## config.mk

```make
export PLATFORM = sky130hd
export DESIGN_NAME = md5_digest_out
export DESIGN_NICKNAME = d
export VERILOG_FILES = /design/src/md5_pkg.sv /design/src/md5_digest_out.sv
export VERILOG_INCLUDE_DIRS = /design/src /design/src/src
export SDC_FILE = /design/constraint.sdc
export NUM_CORES = 1
export LEC_CHECK = 0
export ABC_AREA = 1
export BUFFER_PORTS_ARGS = -buffer_cell sky130_fd_sc_hd__buf_2
export CELL_PAD_IN_SITES_DETAIL_PLACEMENT = 0
export CELL_PAD_IN_SITES_GLOBAL_PLACEMENT = 2
export CORE_AREA = 8 8 153 299
export DETAILED_ROUTE_END_ITERATION = 16
export DIE_AREA = 0 0 161 307
export PLACE_DENSITY_LB_ADDON = 0.05
export SYNTH_ARGS = -nofsm -noshare
export SYNTH_HDL_FRONTEND = slang
export SYNTH_SLANG_ARGS = --single-unit
```

## constraint.sdc

```tcl
create_clock -name clk -period 1.18 [get_ports clk]
set_input_delay 0.236 -clock clk [delete_from_list [all_inputs] [get_ports clk]]
set_output_delay 0.236 -clock clk [all_outputs]
set_load 0.005 [all_outputs]
```

## src/md5_cfg.svh

```systemverilog
`ifndef MD5_CFG_SVH
`define MD5_CFG_SVH

// one pipeline stage per round
`define MD5_ROUNDS 64

// fixed message length, also the length word of the padding
`define MD5_MSG_BITS 64

// input register, all rounds, digest register
`define MD5_LATENCY (`MD5_ROUNDS + 2)

////////////////////////////////////////
// initial chaining value
////////////////////////////////////////

`define MD5_IV_A 32'h67452301
`define MD5_IV_B 32'hefcdab89
`define MD5_IV_C 32'h98badcfe
`define MD5_IV_D 32'h10325476

`endif

```

## src/md5_pkg.sv

```systemverilog
`default_nettype none

`include "md5_cfg.svh"

package md5_pkg;

        typedef logic [31:0] word_t;
        typedef logic [`MD5_MSG_BITS-1:0] msg_t;
        typedef logic [127:0] digest_t;
        typedef logic [$clog2(`MD5_ROUNDS)-1:0] round_idx_t;

        ////////////////////////////////////////
        // round constants
        ////////////////////////////////////////

        // floor(abs(sin(i + 1)) * 2^32)
        localparam word_t k_table [0:63] = '{
                32'hd76aa478, 32'he8c7b756, 32'h242070db, 32'hc1bdceee,
                32'hf57c0faf, 32'h4787c62a, 32'ha8304613, 32'hfd469501,
                32'h698098d8, 32'h8b44f7af, 32'hffff5bb1, 32'h895cd7be,
                32'h6b901122, 32'hfd987193, 32'ha679438e, 32'h49b40821,
                32'hf61e2562, 32'hc040b340, 32'h265e5a51, 32'he9b6c7aa,
                32'hd62f105d, 32'h02441453, 32'hd8a1e681, 32'he7d3fbc8,
                32'h21e1cde6, 32'hc33707d6, 32'hf4d50d87, 32'h455a14ed,
                32'ha9e3e905, 32'hfcefa3f8, 32'h676f02d9, 32'h8d2a4c8a,
                32'hfffa3942, 32'h8771f681, 32'h6d9d6122, 32'hfde5380c,
                32'ha4beea44, 32'h4bdecfa9, 32'hf6bb4b60, 32'hbebfbc70,
                32'h289b7ec6, 32'heaa127fa, 32'hd4ef3085, 32'h04881d05,
                32'hd9d4d039, 32'he6db99e5, 32'h1fa27cf8, 32'hc4ac5665,
                32'hf4292244, 32'h432aff97, 32'hab9423a7, 32'hfc93a039,
                32'h655b59c3, 32'h8f0ccc92, 32'hffeff47d, 32'h85845dd1,
                32'h6fa87e4f, 32'hfe2ce6e0, 32'ha3014314, 32'h4e0811a1,
                32'hf7537e82, 32'hbd3af235, 32'h2ad7d2bb, 32'heb86d391
        };

        // rows are the four round groups
        localparam logic [4:0] shift_table [0:3][0:3] = '{
                '{5'd7, 5'd12, 5'd17, 5'd22},
                '{5'd5, 5'd9,  5'd14, 5'd20},
                '{5'd4, 5'd11, 5'd16, 5'd23},
                '{5'd6, 5'd10, 5'd15, 5'd21}
        };

        ////////////////////////////////////////
        // per-round lookups
        ////////////////////////////////////////

        function automatic word_t md5_k(round_idx_t r);
                return k_table[r];
        endfunction

        function automatic logic [4:0] md5_shift(round_idx_t r);
                return shift_table[r[5:4]][r[1:0]];
        endfunction

        // index of the message word consumed by round r
        function automatic logic [3:0] md5_word_index(round_idx_t r);
                int unsigned i;
                int unsigned idx;
                i = r;
                case (r[5:4])
                        2'd0: idx = i;
                        2'd1: idx = 5 * i + 1;
                        2'd2: idx = 3 * i + 5;
                        default: idx = 7 * i;
                endcase
                return idx[3:0];
        endfunction

        // little-endian word <-> byte stream order
        function automatic word_t md5_bswap(word_t w);
                return {w[7:0], w[15:8], w[23:16], w[31:24]};
        endfunction

endpackage

`default_nettype wire

```

## src/md5_digest_out.sv

```systemverilog
`timescale 1ns/1ps
`default_nettype none

`include "md5_cfg.svh"

module md5_digest_out import md5_pkg::*; (
        input  logic    clk,
        input  logic    rst_n,
        input  logic    valid_in,
        input  word_t   a_in,
        input  word_t   b_in,
        input  word_t   c_in,
        input  word_t   d_in,
        input  msg_t    msg_in,
        output logic    out_valid,
        output digest_t out_digest,
        output msg_t    out_msg
);

        word_t fin_a;
        word_t fin_b;
        word_t fin_c;
        word_t fin_d;

        // add back the chaining value of the single block
        assign fin_a = a_in + `MD5_IV_A;
        assign fin_b = b_in + `MD5_IV_B;
        assign fin_c = c_in + `MD5_IV_C;
        assign fin_d = d_in + `MD5_IV_D;

        always_ff @(posedge clk) begin
                if (!rst_n) begin
                        out_valid <= 1'b0;
                end else begin
                        out_valid <= valid_in;
                end
        end

        // digest as a byte string, first byte in the top bits
        always_ff @(posedge clk) begin
                out_digest <= {md5_bswap(fin_a), md5_bswap(fin_b),
                               md5_bswap(fin_c), md5_bswap(fin_d)};
                out_msg    <= {md5_bswap(msg_in[63:32]), md5_bswap(msg_in[31:0])};
        end

        a_rst_clears_out: assert property (@(posedge clk) !rst_n |=> !out_valid);

endmodule

`default_nettype wire

```

## Word level (Yosys, flattened, before mapping)

Index checks and enable logic that the tools add are counted.

| storage, ports and cells | value |
|---|---|
| register bits after elaboration | 193 |
| input port bits | 195 |
| output and inout port bits | 193 |
| word-level logic and storage cells | 7 |

| cells by class | value |
|---|---|
| $add $sub $neg | 4 |

Operator list:

| operator | count |
|---|---|
| $add 32x32->32 const B | 2 |
| $add 32x29->32 const B | 1 |
| $add 32x31->32 const B | 1 |

## Depth between registers and ports, before layout

| depth | value |
|---|---|
| depth after elaboration | 1 |
| gate-level depth with buffers | 11 |
| mapped depth without buffers | 11 |

## Worst setup path after synthesis

OpenSTA, ideal clock, no wires.

| timing path | value |
|---|---|
| path kind | in2reg |
| start | input port d_in[1] |
| end | register out_digest[9] |
| setup time | 0.123 ns |
| arrival time | 1.165 ns |
| slack | -0.109 ns |
| stages | 9 |
| cell sequence | inv_1 ha_1 inv_1 nand2_1 nand3_2 inv_1 nor2_1 a21oi_1 xor2_1 |

| between the ends | value |
|---|---|
| cells in the longest elaborated chain, start to end | 1 |

Ends and longest elaborated chain:

| what | RTL line | text |
|---|---|---|
| start, declared | md5_digest_out.sv:13 | `input word_t d_in,` |
| $add 32x29->32 (no line) | n/a |  |
| named net fin_d[17] | md5_digest_out.sv:23 | `word_t fin_d;` |
| end signal, assigned | md5_digest_out.sv:41 | `out_digest <= {md5_bswap(fin_a), md5_bswap(fin_b),` |
| end, declared | md5_digest_out.sv:16 | `output digest_t out_digest,` |

The timed path passes the listed nets, and every way through them passes these cells.
A chain may end at the register's enable or synchronous reset.

## Worst setup path in the final report

| timing path | value |
|---|---|
| start | register out_digest[102] |
| end | output port out_digest[102] |

No word-level cell between the ends.

==> run_results.csv <==
group,metric,value,unit
timing,fmax,841,MHz
detailed_routing,antenna_violating_nets_post_route,0,
worst_hold_path,timing.hold.worst.class,"input port to flip-flop",
place,placedCellCount,2536,
power_and_ir_drop,totalPowerFinal,0.0174,W
yosys,net_count_of_the_mapped_netlist,1535,
final_layout,final_core_util,0.382,
detailed_routing,via_count,10900,
global_routing,groute.usage.overall,0.185,
timing,timing.final.crit_share,1.01,
clocking,clock_tree.htree_level_count,4,
global_routing,grt.overflow.total,0,
critical_path,timing.critical_path.to_type,"output port",
critical_path,cp-endpoint,"out_digest[102]",
clocking,clkSinkCount,193,
critical_path,timing.critical_path.max_delay_family,"flip-flops",
timing,max_slew_margin_vs_limit,0.749,
floorplanning,core,41600,um^2
power_and_ir_drop,max-vdd-ir-drop,922,uV
status,status,"complete, but fails checks",
floorplanning,dieWidth,161,um
clocking,clkTransAtPathRegs,0.09,ns
global_routing,grt_pass1_vias,11600,
timing,finalSetupViolCount,1,
place,portBuffers,387,
detailed_routing,remaining_routing_drc_violations,0,
timing,setup_total_negative_slack,-0.00939,ns
final_layout,layout-drive-gt1-share,0.400,
yosys,yosys_warnings,0,
critical_path,crit_path_cell_trace,"buf_6",
final_layout,non_filler_cells_final,2667,
detailed_routing,first_iter_violations,357,
timing,setup_ws,-0.00939,ns
final_layout,finalNetCount,2309,
detailed_routing,drt_pass1_iterations,4,
yosys,netlist_area,9080,um^2
floorplanning,boundary_pin_count,388,
detailed_routing,via_per_inst,4.07,
detailed_routing,routed_wirelength,46200,um
critical_path,timing.critical_path.depth,1,
clocking,clock_path_buffers,2,
timing,tightest_slew,0.374,ns
yosys,synth_area_per_cell,6.80,um^2
yosys,synth_top_area_frac,0.425,
floorplanning,die-height,307,um
timing,rsz_0062_raised_after_global_routing,"true",
power_and_ir_drop,power_leakage,8.44,nW
critical_path,slowest_stage,"sky130_fd_sc_hd__dfxtp_4",
status,failing_checks,"setup timing",
clocking,ctsRootBufferMaster,"sky130_fd_sc_hd__clkbuf_16",
yosys,netlist.top_cell.by_area,"sky130_fd_sc_hd__dfxtp_1",
detailed_routing,post_drt_wl_per_cell,17.3,um
yosys,synth_seq_area_share,0.425,
place,gp_congestion,0.848,
clocking,number_of_buffers_inserted_during_clock_tree_synthesis,17,
clocking,post-cts-setup-buffers,0,
timing,final_hold_viol_count,0,
yosys,netlist_instances,1336,
floorplanning,core_rows,106,
critical_path,crit_path_start_kind,"flip-flop",
final_layout,area_delta_synth_final,75.2,%
critical_path,critPathLaunch,"out_digest[102]",
power_and_ir_drop,power-per-cell-area,1090,nW/um^2
final_layout,layout.cells.most_common_list,"sky130_fd_sc_hd__nand2_1, sky130_fd_sc_hd__buf_2, sky130_fd_sc_hd__buf_4",
yosys,yosys_register_bits,193,
clocking,cts_tree,"yes",
floorplanning,initial_core_util,0.218,
critical_path,arrival,0.95,ns
critical_path,worstPathMaxFanout,1,
final_layout,num-fill-cells,4568,
critical_path,timing.critical_path.slowest_cell_delay,0.37,ns
critical_path,timing_worst_setup_path_type,"flip-flop to output port",
yosys,netlist-cell-type-count,34,
critical_path,number_of_buffer_and_inverter_stages_on_the_critical_path,1,
timing,finalWorstPathRequiredPeriod,1.19,ns
global_routing,antenna_found_initial,6,
yosys,leading_cell_types_by_total_area_after_synthesis,"sky130_fd_sc_hd__dfxtp_1, sky130_fd_sc_hd__nand2_1, sky130_fd_sc_hd__inv_1, sky130_fd_sc_hd__nand3_1, sky130_fd_sc_hd__nor2_1",
flow_run,drv_cap,0,
place,post-dp-hpwl,39900,um
global_routing,grt_pass1_wl,68100,um
critical_path,cp.required,0.94,ns
timing,timing_max_transition_violations_final,0,
global_routing,grt_start_max_net_pins,24,
floorplanning,die_area,49400,um^2
final_layout,layout.cells.most_common,"sky130_fd_sc_hd__nand2_1",
[metrics by stage]
step	instance area (um^2)	hold WS [ns]	setup slack (ns)
6_report	15900	0.0286	-0.00939
5_1_grt	15900	0.0317	-0.0560
4_1_cts	15600	0.00790	-0.0674
3_5_place_dp	13800	0.340	-0.438
3_3_place_gp	13800	0.338	-0.441
2_1_floorplan	9130	0.264	0.00492
[report_power, final]
group | switching [W] | internal [W] | leakage [nW] | total [W]
combinational | 0.00185 | 0.00197 | 6.51 | 0.00382
clock | 0.00336 | 0.00297 | 0.303 | 0.00634
sequential | 0.000176 | 0.00709 | 1.63 | 0.00726
[cells in the mapped netlist, drive strengths merged]
cell,instances
xor2,59
nor4,1
xnor2,4
clkinv,2
o21ai,18
o21bai,3
nand2,478
or2,1
nand4,18
o21a,1
inv,189
ha,4
nor2,174
a21boi,5
nand3,117
nand3b,8
and2,7
a21oi,33
nor3,14
o22ai,1
a211oi,1
buf,5
dfxtp,193
[worst min-delay path by stage]
stage | from | endpoint | slack, ns | depth (start not counted)
floorplan | d_in[0] | out_digest[24] | 0.26 | 0
CTS | d_in[31] | out_digest[7] | 0.008 | 4
finish | d_in[31] | out_digest[7] | 0.03 | 4
global route | b_in[10] | out_digest[82] | 0.03 | 2
detailed placement | msg_in[44] | out_msg[52] | 0.34 | 1
global placement | msg_in[52] | out_msg[44] | 0.34 | 1
[state kept, by name, summed over array words and instances (netlist names)]
register / count
out_valid: 1
out_msg: 64
out_digest: 128
[cells by family (layout without fill, tap and decap cells)]
kind of cell    count (synthesis)  count (layout)  share of synthesized area
compound gates                 62              62                     0.0408
xor+xnor                       63              63                     0.0608
fa+ha+maj                       4               4                    0.00551
buf+inv                       196             983                     0.0832
flops                         193             193                      0.425
other cells                     0               4                          0
simple gates                  818             818                      0.384
[what timing repair did]
action / in CTS / in global routing
gates resized for setup: 60 / 82
hold endpoints to repair: 94 / 0
hold buffers: 95 / 0
setup endpoints to repair: 67 / 86
cloned: 0 / 0
[cell type report]
class	count	area (um^2)	share of cell area
clock buffer	17	425	0.0267
antenna	4	10.0	0.000629
inverter	191	721	0.0453
timing repair buffer	760	5400	0.339
tap	540	676	0.0425
multi-input combinational	947	4510	0.284
sequential	193	3950	0.248
clock inverter	15	215	0.0135
[per-layer routing]
metal  vias up  global-route usage  wire, um
li1       5674                   -         -
met1      4797               0.147     14100
met2       315               0.394     27700
met3        59              0.0511      2770
met4         6              0.0828      1610
met5         -                   0        41
Power figures use the tool's default switching activity.
