## src/md5_cfg.svh

```systemverilog
`ifndef MD5_CFG_SVH
`define MD5_CFG_SVH

// one pipeline stage per round
`define MD5_ROUNDS 64

// fixed message length, also the length word of the padding
`define MD5_MSG_BITS 64

// input register, all rounds, digest register
`define MD5_LATENCY (`MD5_ROUNDS + 2)

////////////////////////////////////////
// initial chaining value
////////////////////////////////////////

`define MD5_IV_A 32'h67452301
`define MD5_IV_B 32'hefcdab89
`define MD5_IV_C 32'h98badcfe
`define MD5_IV_D 32'h10325476

`endif

```

## src/md5_pkg.sv

```systemverilog
`default_nettype none

`include "md5_cfg.svh"

package md5_pkg;

        typedef logic [31:0] word_t;
        typedef logic [`MD5_MSG_BITS-1:0] msg_t;
        typedef logic [127:0] digest_t;
        typedef logic [$clog2(`MD5_ROUNDS)-1:0] round_idx_t;

        ////////////////////////////////////////
        // round constants
        ////////////////////////////////////////

        // floor(abs(sin(i + 1)) * 2^32)
        localparam word_t k_table [0:63] = '{
                32'hd76aa478, 32'he8c7b756, 32'h242070db, 32'hc1bdceee,
                32'hf57c0faf, 32'h4787c62a, 32'ha8304613, 32'hfd469501,
                32'h698098d8, 32'h8b44f7af, 32'hffff5bb1, 32'h895cd7be,
                32'h6b901122, 32'hfd987193, 32'ha679438e, 32'h49b40821,
                32'hf61e2562, 32'hc040b340, 32'h265e5a51, 32'he9b6c7aa,
                32'hd62f105d, 32'h02441453, 32'hd8a1e681, 32'he7d3fbc8,
                32'h21e1cde6, 32'hc33707d6, 32'hf4d50d87, 32'h455a14ed,
                32'ha9e3e905, 32'hfcefa3f8, 32'h676f02d9, 32'h8d2a4c8a,
                32'hfffa3942, 32'h8771f681, 32'h6d9d6122, 32'hfde5380c,
                32'ha4beea44, 32'h4bdecfa9, 32'hf6bb4b60, 32'hbebfbc70,
                32'h289b7ec6, 32'heaa127fa, 32'hd4ef3085, 32'h04881d05,
                32'hd9d4d039, 32'he6db99e5, 32'h1fa27cf8, 32'hc4ac5665,
                32'hf4292244, 32'h432aff97, 32'hab9423a7, 32'hfc93a039,
                32'h655b59c3, 32'h8f0ccc92, 32'hffeff47d, 32'h85845dd1,
                32'h6fa87e4f, 32'hfe2ce6e0, 32'ha3014314, 32'h4e0811a1,
                32'hf7537e82, 32'hbd3af235, 32'h2ad7d2bb, 32'heb86d391
        };

        // rows are the four round groups
        localparam logic [4:0] shift_table [0:3][0:3] = '{
                '{5'd7, 5'd12, 5'd17, 5'd22},
                '{5'd5, 5'd9,  5'd14, 5'd20},
                '{5'd4, 5'd11, 5'd16, 5'd23},
                '{5'd6, 5'd10, 5'd15, 5'd21}
        };

        ////////////////////////////////////////
        // per-round lookups
        ////////////////////////////////////////

        function automatic word_t md5_k(round_idx_t r);
                return k_table[r];
        endfunction

        function automatic logic [4:0] md5_shift(round_idx_t r);
                return shift_table[r[5:4]][r[1:0]];
        endfunction

        // index of the message word consumed by round r
        function automatic logic [3:0] md5_word_index(round_idx_t r);
                int unsigned i;
                int unsigned idx;
                i = r;
                case (r[5:4])
                        2'd0: idx = i;
                        2'd1: idx = 5 * i + 1;
                        2'd2: idx = 3 * i + 5;
                        default: idx = 7 * i;
                endcase
                return idx[3:0];
        endfunction

        // little-endian word <-> byte stream order
        function automatic word_t md5_bswap(word_t w);
                return {w[7:0], w[15:8], w[23:16], w[31:24]};
        endfunction

endpackage

`default_nettype wire

```

## src/md5_round_stage.sv

```systemverilog
`timescale 1ns/1ps
`default_nettype none

`include "md5_cfg.svh"

module md5_round_stage import md5_pkg::*; #(
        parameter round_idx_t ROUND = '0
) (
        input  logic  clk,
        input  logic  rst_n,
        input  logic  valid_in,
        input  word_t a_in,
        input  word_t b_in,
        input  word_t c_in,
        input  word_t d_in,
        input  msg_t  msg_in,
        output logic  valid_out,
        output word_t a_out,
        output word_t b_out,
        output word_t c_out,
        output word_t d_out,
        output msg_t  msg_out
);

        localparam logic [1:0] round_grp = ROUND[5:4];
        localparam word_t      k_val     = md5_k(ROUND);
        localparam logic [4:0] shift_amt = md5_shift(ROUND);
        localparam logic [3:0] word_idx  = md5_word_index(ROUND);

        // first padding byte right after the eight message bytes
        localparam word_t pad_word = 32'h0000_0080;

        word_t f_val;
        word_t m_val;
        word_t sum;
        word_t rot;

        ////////////////////////////////////////
        // round function and message word
        ////////////////////////////////////////

        always_comb begin
                case (round_grp)
                        2'd0: f_val = (b_in & c_in) | (~b_in & d_in);
                        2'd1: f_val = (d_in & b_in) | (~d_in & c_in);
                        2'd2: f_val = b_in ^ c_in ^ d_in;
                        default: f_val = c_in ^ (b_in | ~d_in);
                endcase
        end

        // words 3..13 and 15 are zero for an eight-byte block
        always_comb begin
                case (word_idx)
                        4'd0: m_val = msg_in[63:32];
                        4'd1: m_val = msg_in[31:0];
                        4'd2: m_val = pad_word;
                        4'd14: m_val = word_t'(`MD5_MSG_BITS);
                        default: m_val = '0;
                endcase
        end

        assign sum = a_in + f_val + k_val + m_val;
        assign rot = (sum << shift_amt) | (sum >> (6'd32 - shift_amt));

        always_ff @(posedge clk) begin
                if (!rst_n) begin
                        valid_out <= 1'b0;
                end else begin
                        valid_out <= valid_in;
                end
        end

        // state rotates: d->a, b->c, c->d
        always_ff @(posedge clk) begin
                a_out   <= d_in;
                b_out   <= b_in + rot;
                c_out   <= b_in;
                d_out   <= c_in;
                msg_out <= msg_in;
        end

        a_valid_known: assert property (@(posedge clk) disable iff (!rst_n)
                !$isunknown(valid_out));

endmodule

`default_nettype wire

```

## config.mk

```make
export PLATFORM = sky130hd
export DESIGN_NAME = md5_round_stage
export DESIGN_NICKNAME = d
export VERILOG_FILES = /design/src/md5_pkg.sv /design/src/md5_round_stage.sv
export VERILOG_INCLUDE_DIRS = /design/src /design/src/src
export SDC_FILE = /design/constraint.sdc
export NUM_CORES = 1
export LEC_CHECK = 0
export ABC_AREA = 1
export BUFFER_PORTS_ARGS = -buffer_cell sky130_fd_sc_hd__buf_2
export CAP_MARGIN = 20
export CORE_AREA = 2 2 151 153
export DETAILED_ROUTE_END_ITERATION = 10
export DIE_AREA = 0 0 153 155
export PLACE_DENSITY = 0.78
export SLEW_MARGIN = 10
export SYNTH_ARGS = -nofsm -noshare
export SYNTH_HDL_FRONTEND = slang
export SYNTH_SLANG_ARGS = --single-unit
```

## constraint.sdc

```tcl
create_clock -name clk -period 8.6 [get_ports clk]
set_input_delay 1.72 -clock clk [delete_from_list [all_inputs] [get_ports clk]]
set_output_delay 1.72 -clock clk [all_outputs]
set_load 0.03 [all_outputs]
```

After elaboration in Yosys (flattened, before gate mapping)

Cells that the tools add are included.

$add $sub $neg: 4
Bitwise logic cells: 5

Operator list:

| cell                                | count |
|---|---|
| adder 32 bit                        | 3 |
| AND 32 bit                          | 2 |
| adder 32 bit, second input constant | 1 |
| NOT 32 bit                          | 1 |
| bitwise OR 32 bit                   | 1 |
| bitwise OR 32 x 7 -> 32 bit         | 1 |

Register bits after elaboration: 193
Bits of input ports: 195
Output and inout port bits: 193
Logic and storage cells: 15

Logic depth before layout (Yosys ltp)

Gate-level depths: netlist (run 1).

Depth after elaboration: 8
Gate-level depth with buffers: 28
Mapped depth without buffers: 28

Worst setup path before layout (run 1)

OpenSTA, ideal clock, no wires.

Kind: input port to flip-flop
Start: input b_in[1]
End: register b_out[19]
Library setup time: 112 ps
Arrival: 5063 ps
Data required time: 8488 ps
Setup slack: 3425 ps
Cell stages on the path: 23
Path buffers: 0
Cell sequence: mux2_2 -> fa_1 -> ha_1 -> ha_1 -> inv_1 -> fa_1 -> o21bai_1 -> nand4_1 -> nand2_1 -> nand2_1 -> nand3_1 -> nand2_1 -> ha_1 -> nand2_1 -> inv_1 -> a21oi_1 -> nand2_1 -> nand2_1 -> nand2_1 -> a21oi_1 -> inv_1 -> nand2_1 -> nand2_1

Longest elaborated chain between the ends: 8
Elaborated cells between the ends (all ways): 9
Classes of those cells: 4 x add/sub; 5 x bitwise

Ends and longest elaborated chain:

| item                        | RTL line              | source |
|---|---|---|
| from (decl)                 | md5_round_stage.sv:13 | `input word_t b_in,` |
| NOT 32 bit                  | md5_round_stage.sv:44 | `2'd0: f_val = (b_in & c_in) \| (~b_in & d_in);` |
| AND 32 bit                  | md5_round_stage.sv:44 |  |
| bitwise OR 32 bit           | md5_round_stage.sv:44 |  |
| adder 32 bit (3 in a row)   | md5_round_stage.sv:62 | `assign sum = a_in + f_val + k_val + m_val;` |
| bitwise OR 32 x 7 -> 32 bit | md5_round_stage.sv:63 | `assign rot = (sum << shift_amt) \| (sum >> (6'd32 - shift_amt));` |
| adder 32 bit *              | md5_round_stage.sv:76 | `b_out <= b_in + rot;` |
| to (signal assigned)        | md5_round_stage.sv:76 |  |
| to (decl)                   | md5_round_stage.sv:19 | `output word_t b_out,` |

Mark *: on every way between the ends. The rest lies on a longest branch, timed or not.
A chain may end at the register's enable or synchronous reset.

Final worst setup path (run 1)

Start: input b_in[1]
End: register b_out[31]

Same word-level chain as after synthesis.

==> results.py, run 1 <==
metrics = {
    "routing": {
        "antenna_left": 0,
        "avgRoutedWirePerCell_um": 15.0,
        "dr_total_vias": 8839,
        "dr_wl_met3_um": 2040,
        "drt_wl_total_um": 28300,
        "top_layer_used": "met4",
        "drt_first_pass_iters": 5,
        "wl_met1_um": 11100,
        "routed-wl-met2_um": 14500,
        "drc_errors": 0,
        "drt_iter0_drc": 471,
        "viasPerCell": 4.70,
    },
    "floorplan": {
        "fp.dieH_um": 155,
        "start_util_pct": 43.6,
        "die_x_um": 153,
        "core_area_um2": 22200,
        "die-area_um2": 23700,
        "io_pins": 388,
        "std_cell_rows": 55,
    },
    "clocking": {
        "post_cts_resized": 0,
        "root_buffer": "clkbuf_16",
        "cts_hold_buf": 0,
        "clk_pin_slew_worst_paths_ns": 0.08,
        "h-tree-depth": 4,
        "cts_buffer_depth": 2,
        "cts_buffers": 17,
        "cts.sinks": 193,
        "post_cts_buffers": 0,
        "cts_tree": "yes",
    },
    "synth": {
        "ys_seq_area_share_pct": 39.9,
        "yosysWarningCount": 0,
        "synth_edf_count": 0,
        "avgSynthCellArea_um2": 8.23,
        "syn_inst": 1177,
        "synth_cell_types": 34,
        "synth-main-ff-cell": "dfxtp_1",
        "synth_fp_nets": 1495,
        "synthArstFlopShare_pct": 0,
        "syn_area_um2": 9680,
        "synth.ff_latch_count": 193,
    },
    "critical_path": {
        "critPathTopFamily": "adder cells",
        "critical_path_class": "input port to register",
        "cp-end-kind": "register",
        "cp_max_fo": 4,
        "crit_arrival_ns": 5.88,
        "cp_slowest_cell": "fa_1",
        "cp_num_buf_inv": 3,
        "cp-start-kind": "input port",
        "cpMostUsedCell": "nand2_1",
        "worst_ep_required_time_ns": 8.95,
        "cpPeakStageDelay_ns": 0.50,
    },
    "finish": {
        "fin_nets": 1901,
        "final_common_cell": "buf_2",
        "fillCellCount": 2092,
        "drive_gt1_share_pct": 28.6,
        "syn_to_final_growth_pct": 30.1,
        "final_cell_mix": "buf_2, nand2_1, inv_1",
        "instances_no_fill": 1882,
    },
    "placed_design": {
        "gp_congestion": 0.929,
        "post-dp-hpwl_um": 24500,
        "port_buffers": 387,
        "placed_cells": 1849,
    },
    "global_routing": {
        "grt_pass1_vias": 8879,
        "grt_pass1_wl_um": 44800,
        "gr-usage-all-layers_pct": 24.1,
        "antenna_found_initial": 1,
        "grt_overflow": 0,
        "grt_max_degree": 21,
    },
    "sta": {
        "max_freq_ghz": 0.181,
        "whs_ns": 1.37,
        "drv_slew": 0,
        "relSlewSlack_pct": 71.3,
        "rsz0062_at_grt": "no",
        "setup-tns-final_ns": 0,
        "setup_viol_count_final": 0,
        "period_needed_ns": 5.53,
        "tightest_slew_ns": 0.426,
        "post-route-period-util_pct": 64.3,
        "final-hold-violation-count": 0,
    },
    "job": {
        "cap_violations": 0,
    },
    "outcome": {
        "status": "completed",
    },
    "pwr": {
        "powerDensity_nw_per_um2": 323,
        "p_leak_nw": 7.12,
        "worst_ir_drop_vdd_mv": 0.163,
    },
    "min_path": {
        "worstHoldPathType": "input port to register",
    },
}
[layer usage]
| layer | global-route usage, % | up-vias |
|---|---|---|
| met5 | 0 | - |
| met4 | 7.76 | 0 |
| met3 | 5.85 | 35 |
| met2 | 45.0 | 330 |
| met1 | 27.0 | 3999 |
| li1 | - | 4475 |
[through the flow]
step / utilization [%] / setup slack [ns] / cell area, um2 / total power [mW]
detailed placement: 53.9 / 2.60 / 12000 / 3.26
floorplan: - / 3.42 / 9680 / 2.64
finish: 56.7 / 3.07 / 12600 / 4.07
global route: 56.7 / 2.68 / 12600 / 4.41
global placement: 53.9 / 2.61 / 12000 / 3.25
CTS: 56.7 / 3.07 / 12600 / 4.10
[where the power goes]
group	switching [mW]	internal, mW
clock network	0.399	0.422
registers	0.0329	1.03
logic	1.47	0.718
total	1.90	2.17
[sequential cells by signal, summed over array words and instances, names as in the netlist]
signal and cells:
valid_out 1, d_out 32, msg_out 64, c_out 32, a_out 32, b_out 32
[layout make-up]
class                      instances  area (um2)  share of cell area (%)
clock buffer                      18         429                    3.41
inverter                         235         882                    7.00
sequential                       193        3860                    30.7
clock inverter                    14         194                    1.54
multi-input combinational        749        4940                    39.2
tap                              285         357                    2.83
antenna                            1        2.50                  0.0199
timing repair buffer             387        1940                    15.4
[cells in the mapped netlist (all sizes together) (2+ instances only)]
cell type / count / area share [%]
a21o: 3 / 0.23
a21oi: 65 / 3.5
a31oi: 2 / 0.13
and2: 2 / 0.13
dfxtp: 193 / 40
fa: 33 / 6.8
ha: 90 / 12
inv: 235 / 9.1
mux2: 12 / 1.4
mux2i: 20 / 2.1
nand2: 306 / 12
nand3: 40 / 2.3
nand3b: 2 / 0.15
nand4: 13 / 0.84
nor2: 73 / 3.0
nor3: 12 / 0.72
o21a: 3 / 0.23
o21ai: 23 / 1.2
o21bai: 10 / 0.78
xnor2: 6 / 0.54
xor2: 31 / 2.8
[path summary, 6_finish.rpt]
check | cells past startpoint | end | slack, ns | from
setup / recovery | 25 | b_out[31] | 3.07 | b_in[1]
hold / removal | 1 | msg_out[12] | 1.37 | msg_in[12]
[logic make-up after synthesis]
| family | count (synthesis) | synth area share, % |
|---|---|---|
| flip-flops | 193 | 39.9 |
| AO/OA/AOI/OAI | 107 | 6.19 |
| adder cells (fa/ha/maj) | 123 | 18.4 |
| XOR/XNOR | 37 | 3.35 |
| AND/OR/NAND/NOR | 450 | 19.5 |
| buffers and inverters | 235 | 9.11 |
| multiplexers | 32 | 3.46 |
Note: power is estimated with default switching activity, not from simulation.
==> run 2: changes to the inputs <==
CORE_AREA = unset   (was 2 2 151 153)
CORE_ASPECT_RATIO = 1.25   (was unset)
CORE_MARGIN = 2   (was unset)
CORE_UTILIZATION = 44   (was unset)
DIE_AREA = unset   (was 0 0 153 155)
PLACE_DENSITY = 0.81   (was 0.78)
clock period = 4.45 ns   (was 8.6 ns; I/O delays follow)
==> results.py, run 2 (synthesized netlist as in run 1, its figures left out) <==
metrics = {
    "clocking": {
        "cts_buffers": 17,
        "cts_hold_buf": 0,
        "cts_buffer_depth": 2,
        "clk_pin_slew_worst_paths_ns": 0.09,
        "cts_tree": "yes",
        "root_buffer": "clkbuf_16",
        "cts.sinks": 193,
        "h-tree-depth": 4,
    },
    "global_routing": {
        "grt_overflow": 0,
        "gr-usage-all-layers_pct": 26.4,
        "grt_pass1_wl_um": 47300,
        "grt_util_met1_pct": 27.3,
        "busiest_layer": "met2",
        "use_met3_pct": 5.84,
        "use_met2_pct": 50.3,
        "antenna_found_initial": 2,
        "grt_max_degree": 22,
        "grt_pass1_vias": 9811,
    },
    "floorplan": {
        "die_x_um": 137,
        "std_cell_rows": 60,
        "start_util_pct": 44.9,
        "fp.dieH_um": 170,
        "io_pins": 388,
        "core_area_um2": 21500,
        "die-area_um2": 23200,
    },
    "placed_design": {
        "post-dp-hpwl_um": 26200,
        "gp_congestion": 0.931,
        "port_buffers": 387,
        "dp_slack_ns": -0.361,
    },
    "sta": {
        "relSlewSlack_pct": 67.1,
        "final-hold-violation-count": 0,
        "max_freq_ghz": 0.236,
        "setup-tns-final_ns": 0,
        "postLayoutSetupSlackWorst_ns": 0.221,
        "setup_viol_count_final": 0,
        "period_needed_ns": 4.23,
        "rsz0062_at_grt": "no",
        "tightest_slew_ns": 0.488,
        "drv_slew": 0,
        "post-route-period-util_pct": 95.0,
        "whs_ns": 0.531,
    },
    "critical_path": {
        "crit_path_start": "b_in[9]",
        "crit_end": "b_out[28]",
        "crit_arrival_ns": 4.57,
        "critical_path_class": "input port to register",
        "cp_max_fo": 5,
        "cp-end-kind": "register",
        "worst_ep_required_time_ns": 4.80,
        "cp-start-kind": "input port",
    },
    "pwr": {
        "powerDensity_nw_per_um2": 636,
        "p_total_mw": 9.04,
        "p_leak_nw": 7.95,
        "worst_ir_drop_vdd_mv": 0.333,
    },
    "finish": {
        "final_common_cell": "buf_2",
        "multiInputGateArea_um2": 5300,
        "syn_to_final_growth_pct": 46.8,
        "largest_register": "msg_out",
        "drive_gt1_share_pct": 39.9,
        "largest_reg_flops": 64,
        "fin_nets": 2069,
        "final_cell_mix": "buf_2, nand2_1, inv_1",
        "fillCellCount": 1848,
        "final-seq-area_um2": 3860,
    },
    "routing": {
        "drt_first_pass_iters": 4,
        "avgRoutedWirePerCell_um": 15.0,
        "drt_wl_total_um": 30600,
        "dr_total_vias": 9518,
        "drt_iter0_drc": 363,
        "viasPerCell": 4.65,
        "drc_errors": 0,
        "antenna_left": 0,
    },
    "min_path": {
        "worstHoldPathType": "input port to register",
    },
    "job": {
        "cap_violations": 0,
    },
    "outcome": {
        "status": "completed",
    },
}
run 2: routing by layer:
layer	vias up	routed length [um]
met5	-	0
met4	0	1120
met3	67	2120
met2	329	16100
met1	4306	11300
li1	4816	-
run 2: layout make-up:
type	count	share of cell area, %
clock inverters	14	1.23
inverters	235	6.20
diodes	2	0.0352
multi-input cells	749	37.3
flip-flops and latches	193	27.2
repair buffers	555	22.5
clock buffers	18	3.09
well taps	279	2.46
run 2: worst min-delay path by stage:
stage | start | to | depth (start not counted)
2_1_floorplan | d_in[0] | a_out[0] | 0
3_3_place_gp | msg_in[3] | msg_out[3] | 1
3_5_place_dp | msg_in[3] | msg_out[3] | 1
4_1_cts | msg_in[3] | msg_out[3] | 1
5_1_grt | msg_in[15] | msg_out[15] | 1
6_report | msg_in[11] | msg_out[11] | 1
run 2: metrics by stage:
| stage | area [um2] | utilization (%) | std cells |
|---|---|---|---|
| 4_1_cts | 13800 | 64.1 | 2039 |
| 6_report | 14200 | 66.0 | 2045 |
| 5_1_grt | 14200 | 66.0 | 2045 |
| 3_3_place_gp | 13200 | 61.3 | 2007 |
| 2_1_floorplan | 9680 | - | 1177 |
| 3_5_place_dp | 13200 | 61.3 | 2007 |
run 2: where the power goes:
part / leakage [nW] / switching [mW] / internal [mW] / total [mW]
combinational: 6.02 / 3.20 / 2.20 / 5.40
clock: 0.299 / 0.811 / 0.785 / 1.60
sequential: 1.63 / 0.0553 / 1.99 / 2.04
total: 7.95 / 4.06 / 4.98 / 9.04
run 2: repair_timing:
action,4_1_cts,5_1_grt
setup endpoints to repair,0,25
gates resized for setup,0,86
hold endpoints to repair,0,0
buffers inserted,0,4
run 2: worst max-delay path: stages:
cell	delay, ns
buf_2	0.11
mux2i_1	0.15
fa_1	0.37
inv_1	0.08
fa_1	0.46
ha_4	0.31
buf_4	0.12
nand2_1	0.11
buf_4	0.17
nor2_4	0.13
buf_4	0.13
a31oi_2	0.09
xnor2_1	0.24
ha_2	0.36
a21oi_2	0.20
o21ai_0	0.15
nand2_1	0.08
nand2_1	0.07
a21oi_1	0.16
nand2_1	0.07
nand2_1	0.06
nand2_1	0.05
